==> src/logic/display_pkg.sv <==
/*
 * Shared geometry, pixel types and default colors for the palette display path.
 * Imported by every block that handles coordinates, indices or YUV values.
 */

`default_nettype none

package display_pkg;

    localparam int frame_width  = 16;
    localparam int frame_height = 8;

    typedef logic [3:0] x_t;
    typedef logic [2:0] y_t;
    typedef logic [3:0] color_index_t;

    // packed as {y[3:0], u[2:0], v[2:0]}
    typedef logic [9:0] yuv_t;

    // row in the upper bits and column in the lower bits, so raster order is linear
    typedef logic [6:0] fb_addr_t;

    // entry 0 of the 16-color palette is the void color shown while the table is written
    localparam yuv_t default_palette [16] = '{
        10'b0000_011_011,  // void
        10'b1001_100_100,  // grey
        10'b1111_011_011,  // white
        10'b0101_011_110,  // red
        10'b1001_011_101,  // pink
        10'b0011_011_100,  // dark brown
        10'b0110_010_101,  // brown
        10'b1001_010_101,  // orange
        10'b1101_010_100,  // yellow
        10'b0100_100_011,  // dark green
        10'b0110_010_011,  // green
        10'b1010_001_011,  // light green
        10'b0010_100_011,  // night blue
        10'b0100_101_010,  // sea blue
        10'b1000_101_010,  // sky blue
        10'b1101_100_011   // cloud blue
    };

    localparam yuv_t void_color = default_palette[0];

endpackage

`default_nettype wire

==> src/logic/fb_write_if.sv <==
/*
 * Frame buffer write port, one pixel per cycle while enable is high.
 * The span drawer drives the source side and the frame buffer takes the sink side.
 */

`timescale 1ns/1ps
`default_nettype none

interface fb_write_if;
    import display_pkg::*;

    logic         enable;
    x_t           x;
    y_t           y;
    color_index_t index;

    modport source (output enable, x, y, index);
    modport sink   (input enable, x, y, index);

endinterface

`default_nettype wire

==> src/logic/span_drawer.sv <==
/*
 * Turns one horizontal span command into a run of frame buffer writes.
 * A strobe while idle starts the span, busy stays high for the clipped width.
 */

`timescale 1ns/1ps
`default_nettype none

module span_drawer (
    input  logic                      clock_in,
    input  logic                      reset_n_in,
    input  logic                      draw_strobe,
    input  display_pkg::x_t           draw_x,
    input  display_pkg::y_t           draw_y,
    input  logic [4:0]                draw_width,
    input  display_pkg::color_index_t draw_index,
    output logic                      draw_busy,
    fb_write_if.source                fb_write
);
    import display_pkg::*;

    logic         busy;
    logic         start;
    logic [4:0]   span_room;
    logic [4:0]   clipped_width;
    logic [4:0]   remaining;
    x_t           column;
    y_t           row;
    color_index_t index;

    // columns left between the start column and the right edge of the frame
    assign span_room     = 5'(frame_width) - 5'(draw_x);
    assign clipped_width = (draw_width > span_room) ? span_room : draw_width;

    // a zero width command would leave nothing to write, so it is not taken
    assign start = draw_strobe && !busy && (draw_width != 5'd0);

    always_ff @(posedge clock_in) begin
        if (!reset_n_in) begin
            busy <= 1'b0;
        end else if (start) begin
            busy <= 1'b1;
        end else if (busy && (remaining == 5'd1)) begin
            busy <= 1'b0;
        end
    end

    always_ff @(posedge clock_in) begin
        if (start) begin
            column    <= draw_x;
            row       <= draw_y;
            index     <= draw_index;
            remaining <= clipped_width;
        end else if (busy) begin
            column    <= column + x_t'(1);
            remaining <= remaining - 5'd1;
        end
    end

    // each busy cycle writes the pixel at the current column
    assign fb_write.enable = busy;
    assign fb_write.x      = column;
    assign fb_write.y      = row;
    assign fb_write.index  = index;

    assign draw_busy = busy;

endmodule

`default_nettype wire

==> src/logic/frame_buffer.sv <==
/*
 * Dual-port memory of color indices for the whole frame.
 * Written pixel by pixel by the span drawer, read in raster order by the scanout.
 */

`timescale 1ns/1ps
`default_nettype none

module frame_buffer (
    input  logic                      clock_in,
    fb_write_if.sink                  fb_write,
    input  display_pkg::fb_addr_t     read_addr,
    output display_pkg::color_index_t read_index
);
    import display_pkg::*;

    color_index_t memory [frame_width * frame_height];
    fb_addr_t     write_addr;

    // the row sits above the column bits, which gives the raster address directly
    assign write_addr = {fb_write.y, fb_write.x};

    always_ff @(posedge clock_in) begin
        if (fb_write.enable) begin
            memory[write_addr] <= fb_write.index;
        end
    end

    // the read is registered, so the index appears one cycle after its address
    always_ff @(posedge clock_in) begin
        read_index <= memory[read_addr];
    end

endmodule

`default_nettype wire

==> src/logic/color_palette.sv <==
/*
 * Reloadable 16-entry table that maps a color index to a YUV value.
 * Lookup has one cycle of latency and reset restores the default colors.
 */

`timescale 1ns/1ps
`default_nettype none

module color_palette (
    input  logic                      clock_in,
    input  logic                      reset_n_in,
    input  display_pkg::color_index_t pixel_index,
    output display_pkg::yuv_t         yuv_color,
    input  logic                      assign_enable,
    input  display_pkg::color_index_t assign_index,
    input  display_pkg::yuv_t         assign_value
);
    import display_pkg::*;

    yuv_t color_table [16];

    always_ff @(posedge clock_in) begin
        if (!reset_n_in) begin
            for (int i = 0; i < 16; i++) begin
                color_table[i] <= default_palette[i];
            end
        end else if (assign_enable) begin
            color_table[assign_index] <= assign_value;
        end
    end

    // while an entry is being replaced the lookup is skipped and void is shown
    always_ff @(posedge clock_in) begin
        if (!reset_n_in) begin
            yuv_color <= void_color;
        end else if (assign_enable) begin
            yuv_color <= void_color;
        end else begin
            yuv_color <= color_table[pixel_index];
        end
    end

endmodule

`default_nettype wire

==> src/logic/display_scanout.sv <==
/*
 * Raster counter that reads the frame buffer in order while enabled.
 * A two-stage delay line lines up pixel_valid and frame_start with the palette output.
 */

`timescale 1ns/1ps
`default_nettype none

module display_scanout (
    input  logic                  clock_in,
    input  logic                  reset_n_in,
    input  logic                  scan_enable,
    output display_pkg::fb_addr_t read_addr,
    output logic                  pixel_valid,
    output logic                  frame_start
);
    import display_pkg::*;

    fb_addr_t   raster_addr;
    logic [1:0] valid_pipe;
    logic [1:0] start_pipe;

    // the position only moves while scanning, so a pause resumes where it left off
    always_ff @(posedge clock_in) begin
        if (!reset_n_in) begin
            raster_addr <= '0;
        end else if (scan_enable) begin
            if (raster_addr == fb_addr_t'(frame_width * frame_height - 1)) begin
                raster_addr <= '0;
            end else begin
                raster_addr <= raster_addr + fb_addr_t'(1);
            end
        end
    end

    assign read_addr = raster_addr;

    // stage 0 covers the frame buffer read and stage 1 the palette lookup
    always_ff @(posedge clock_in) begin
        if (!reset_n_in) begin
            valid_pipe <= 2'b00;
            start_pipe <= 2'b00;
        end else begin
            valid_pipe[0] <= scan_enable;
            start_pipe[0] <= scan_enable && (raster_addr == '0);
            valid_pipe[1] <= valid_pipe[0];
            start_pipe[1] <= start_pipe[0];
        end
    end

    // pixels already issued still drain out after scan_enable drops
    assign pixel_valid = valid_pipe[1];
    assign frame_start = start_pipe[1];

endmodule

`default_nettype wire

==> src/logic/display_subsystem.sv <==
/*
 * Top level of the palette display path.
 * Span drawer fills the frame buffer, scanout reads it through the color palette.
 */

`timescale 1ns/1ps
`default_nettype none

module display_subsystem (
    input  logic                      clock_in,
    input  logic                      reset_n_in,
    input  logic                      draw_strobe,
    input  display_pkg::x_t           draw_x,
    input  display_pkg::y_t           draw_y,
    input  logic [4:0]                draw_width,
    input  display_pkg::color_index_t draw_index,
    output logic                      draw_busy,
    input  logic                      palette_write,
    input  display_pkg::color_index_t palette_index,
    input  display_pkg::yuv_t         palette_value,
    input  logic                      scan_enable,
    output logic                      pixel_valid,
    output logic                      frame_start,
    output display_pkg::yuv_t         pixel_yuv
);
    import display_pkg::*;

    fb_addr_t     read_addr;
    color_index_t read_index;

    fb_write_if fb_write ();

    span_drawer span_drawer_inst (
        .clock_in   (clock_in),
        .reset_n_in (reset_n_in),
        .draw_strobe(draw_strobe),
        .draw_x     (draw_x),
        .draw_y     (draw_y),
        .draw_width (draw_width),
        .draw_index (draw_index),
        .draw_busy  (draw_busy),
        .fb_write   (fb_write.source)
    );

    frame_buffer frame_buffer_inst (
        .clock_in  (clock_in),
        .fb_write  (fb_write.sink),
        .read_addr (read_addr),
        .read_index(read_index)
    );

    color_palette color_palette_inst (
        .clock_in     (clock_in),
        .reset_n_in   (reset_n_in),
        .pixel_index  (read_index),
        .yuv_color    (pixel_yuv),
        .assign_enable(palette_write),
        .assign_index (palette_index),
        .assign_value (palette_value)
    );

    display_scanout display_scanout_inst (
        .clock_in   (clock_in),
        .reset_n_in (reset_n_in),
        .scan_enable(scan_enable),
        .read_addr  (read_addr),
        .pixel_valid(pixel_valid),
        .frame_start(frame_start)
    );

endmodule

`default_nettype wire

==> config.mk <==
export PLATFORM = sky130hd
export DESIGN_NAME = display_subsystem
export DESIGN_NICKNAME = d
export VERILOG_FILES = /design/src/logic/display_pkg.sv /design/src/logic/fb_write_if.sv /design/src/logic/span_drawer.sv /design/src/logic/frame_buffer.sv /design/src/logic/color_palette.sv /design/src/logic/display_scanout.sv /design/src/logic/display_subsystem.sv
export SDC_FILE = /design/constraint.sdc
export NUM_CORES = 1
export LEC_CHECK = 0
export BUFFER_PORTS_ARGS = -buffer_cell sky130_fd_sc_hd__clkbuf_2
export CORE_ASPECT_RATIO = 0.6
export CORE_UTILIZATION = 39
export CTS_CLUSTER_SIZE = 14
export DETAILED_ROUTE_END_ITERATION = 10
export PLACE_DENSITY = 0.51
export SYNTH_ARGS = -nofsm -noshare
export SYNTH_HDL_FRONTEND = slang
export SYNTH_HIERARCHICAL = 1
export SYNTH_SLANG_ARGS = --single-unit
==> constraint.sdc <==
create_clock -name clock_in -period 7.85 [get_ports clock_in]
set_input_delay 0.785 -clock clock_in [delete_from_list [all_inputs] [get_ports clock_in]]
set_output_delay 0.785 -clock clock_in [all_outputs]
set_load 0.01 [all_outputs]
==> results by group <==
Outcome
  • Status: finished, final reports clean

Synth
  • Async SR Flop Fraction: 0
  • Count of state elements after synthesis: 714
  • Synth cell types: 56
  • Top-count cell post-synth: edfxtp_1
  • EDFF count, synth: 688
  • Synth Instances: 1558
  • Area share of the leading cell type in the synthesized netlist: 0.703
  • Ys Warns: 6
  • Register area share after synthesis: 0.721
  • Largest area contributor in the netlist: edfxtp_1
  • Net Count, Synth: approximately 1600
  • Primary FF master, synth: edfxtp_1
  • Average cell area after synthesis: 18.9 sq um
  • Post-synthesis cell area: approximately 30000 sq um
  • Synth area leaders: edfxtp_1 70%, mux4_2 15%, nor2_1 1.9%
  • Synth cell count leaders: 688 x edfxtp_1, 194 x mux4_2, 146 x nor2_1, 65 x and2_1, 61 x or3_1

Timing
  • Minimum clock period after layout: ~3.7 ns
  • Max-slew headroom: 0.183
  • Fin Setup TNS: 0 ns
  • Worst hold margin: roughly 0.35 ns
  • RSZ-0062 raised after global routing: false
  • Least-Margin Pin Slew: between 1 and 1.5 ns
  • Fmax achieved: ~270 MHz
  • Final setup skew: ~0.026 ns
  • Setup violations, final: 0
  • Part of the cycle the worst path needs: 0.466
  • Final slew viol count: 0
  • Final Hold Viols: 0

Power and ir drop
  • Switch Pwr: about 1.9 mW
  • Gate power share: 0.078
  • Seq pwr share: 0.531
  • Leak Pwr: between 10 and 15 nW
  • Total power: between 8 and 9 mW
  • Sw frac: 0.228
  • Clock Power Share: 0.391
  • Int Power: roughly 6.3 mW
  • Pwr dens: around 250 nW/um^2
  • Max VDD drop: 0.148 mV

Clock tree
  • CTS root buf: clkbuf_16
  • Max clock buf depth: 3
  • H-tree Lvls: 3
  • Worst skew pair latency: between 0.6 and 0.7 ns
  • Total CTS buffers: between 70 and 80
  • Post-CTS Hold Fix Bufs: 0
  • Postcts setup bufs: 0
  • Clock transition at the registers of the reported paths: 0.06 ns
  • Cts repair resizes: 0
  • CTS tree: yes
  • CTS Sinks: ~710

Global routing
  • Number of global-route vias before repair: roughly 15000
  • Largest net degree at the start of global routing: between 100 and 150
  • Global-route wire length before repair: about 110000 um
  • Initial antenna violation count: 8
  • Global route overflow: 0
  • Total track usage: 0.200

Worst setup path
  • Worst setup SP type: flop
  • Worst Path Arrival: just over 4 ns
  • CP required: approximately 8.3 ns
  • Top fanout value on the critical path: 112
  • FF-to-FF path depth: 5
  • Critical path class: reg -> reg
  • Crit. End Element: flop
  • Slack of the worst reg-to-reg path: approximately 4.2 ns

Drt
  • DRC viols: 0
  • Final ANT Viol Nets: 0
  • Routed vias/inst: 5.69
  • Vias: 15100
  • Drt pass-1 iters: 5
  • DR iter-0 viols: about 1500
  • Final wirelength: between 70000 and 80000 um
  • WL/cell: between 20 and 30 um

Place
  • GP Congestion: 0.813
  • Post-DP HPWL: 47600 um
  • Count of buffers from port buffering: 47

Floorplan
  • Width of the die: between 300 and 400 um
  • Num ports: 48
  • Die Footprint: around 76000 sq um
  • Die Y: 215 um
  • CORE AREA: 74100 sq um
  • Row cnt: a little under 80
  • Starting Density: 0.397

Finish
  • Area delta synth->final: 11.8%
  • Layout cell share with drive strength beyond 1: 0.242
  • Fin nets: ~1700

Worst hold path
  • Hold Path Class: in -> reg
  • Hold Path Cell Cnt: 1

Flow run
  • Maxcap violations: 0
## registers in the layout (all words and copies together), names as in the netlist
signal and flops:
color_palette_inst/color_table 160, color_palette_inst/yuv_color 10, display_scanout_inst/read_addr 7, display_scanout_inst/start_pipe 2
display_scanout_inst/valid_pipe 2, frame_buffer_inst/memory 512, frame_buffer_inst/read_index 4, span_drawer_inst/draw_busy 1
span_drawer_inst/fb_write.index 4, span_drawer_inst/fb_write.x 4, span_drawer_inst/fb_write.y 3, span_drawer_inst/remaining 5
## layout by cell type (no fill, tap or decap), types with 11 or more instances in the layout
master	netlist	routed
mux4_2	194	194
nor2_1	146	146
clkbuf_1	59	18
nand3_1	14	12
clkinv_1	0	11
inv_1	14	14
nor3_1	29	29
nor2b_1	22	22
buf_4	7	41
clkbuf_16	0	72
dfxtp_1	26	20
nand2b_1	25	25
edfxtp_1	688	688
clkbuf_2	0	47
nand2_1	41	41
ha_1	11	11
or3_1	61	61
and2_1	65	65
o21ai_0	19	19
## routing by layer
| metal | part of all wire | up-vias | GRT usage |
|---|---|---|---|
| met1 | 0.50 | 8049 | 0.337 |
| met5 | 0 | - | 0 |
| met3 | 0.097 | 73 | 0.0570 |
| met4 | 0.014 | 0 | 0.0386 |
| li1 | - | 6403 | - |
| met2 | 0.39 | 621 | 0.249 |
## critical path, stage by stage (launching register included)
cell and delay (ns):
dfxtp_4 0.63, buf_12 0.61, mux4_2 0.62, mux4_2 0.57
mux4_2 0.51, mux2_2 0.28
## final timing paths
path                                                    startpoint                                 end
worst min register to register  display_scanout_inst/start_pipe[0]  display_scanout_inst/start_pipe[1]
worst max register to register   display_scanout_inst/read_addr[0]     frame_buffer_inst/read_index[0]
worst min-delay path                                     draw_y[1]      span_drawer_inst/fb_write.y[1]
worst max-delay path             display_scanout_inst/read_addr[0]     frame_buffer_inst/read_index[0]
## through the flow
| stage | cell area, sq um | worst slack [ns] | std cells | utilization |
|---|---|---|---|---|
| 6_report | 32800 | 4.19 | 2660 | 0.443 |
| 4_1_cts | 32800 | 4.14 | 2658 | 0.443 |
| 3_3_place_gp | 30700 | 4.15 | 2535 | 0.415 |
| 2_1_floorplan | 29400 | 5.10 | 1558 | - |
| 3_5_place_dp | 30700 | 4.16 | 2535 | 0.415 |
| 5_1_grt | 32800 | 4.00 | 2658 | 0.443 |
## cell families (layout without fill, tap and decap cells)
kind of cell | Yosys count | count (layout) | synth area share
AO/OA/AOI/OAI | 62 | 62 | 0.0148
XOR/XNOR | 11 | 11 | 0.00328
adder cells (fa/ha/maj) | 11 | 11 | 0.00469
buffers and inverters | 113 | 226 | 0.0179
flip-flops | 714 | 714 | 0.721
multiplexers | 222 | 222 | 0.164
other | 0 | 2 | 0
AND/OR/NAND/NOR | 425 | 425 | 0.0742
## final cells by class
class | instances | area, sq um
fillers | 6352 | 41200
flip-flops and latches | 714 | 21200
multi-input cells | 731 | 7680
clock buffers | 91 | 1880
well taps | 987 | 1230
repair buffers | 89 | 563
clock inverters | 32 | 235
inverters | 14 | 52.6
diodes | 2 | 5.00
## power by group through the flow
stage          Combinational (mW)  Sequential (mW)  Clock (mW)
5_1_grt                     0.682             4.33        3.41
3_3_place_gp                0.632             4.40           0
2_1_floorplan               0.399             4.40           0
4_1_cts                     0.638             4.32        3.26
3_5_place_dp                0.636             4.40           0
6_report                    0.636             4.32        3.18
Note: power is estimated with default switching activity, not from simulation.
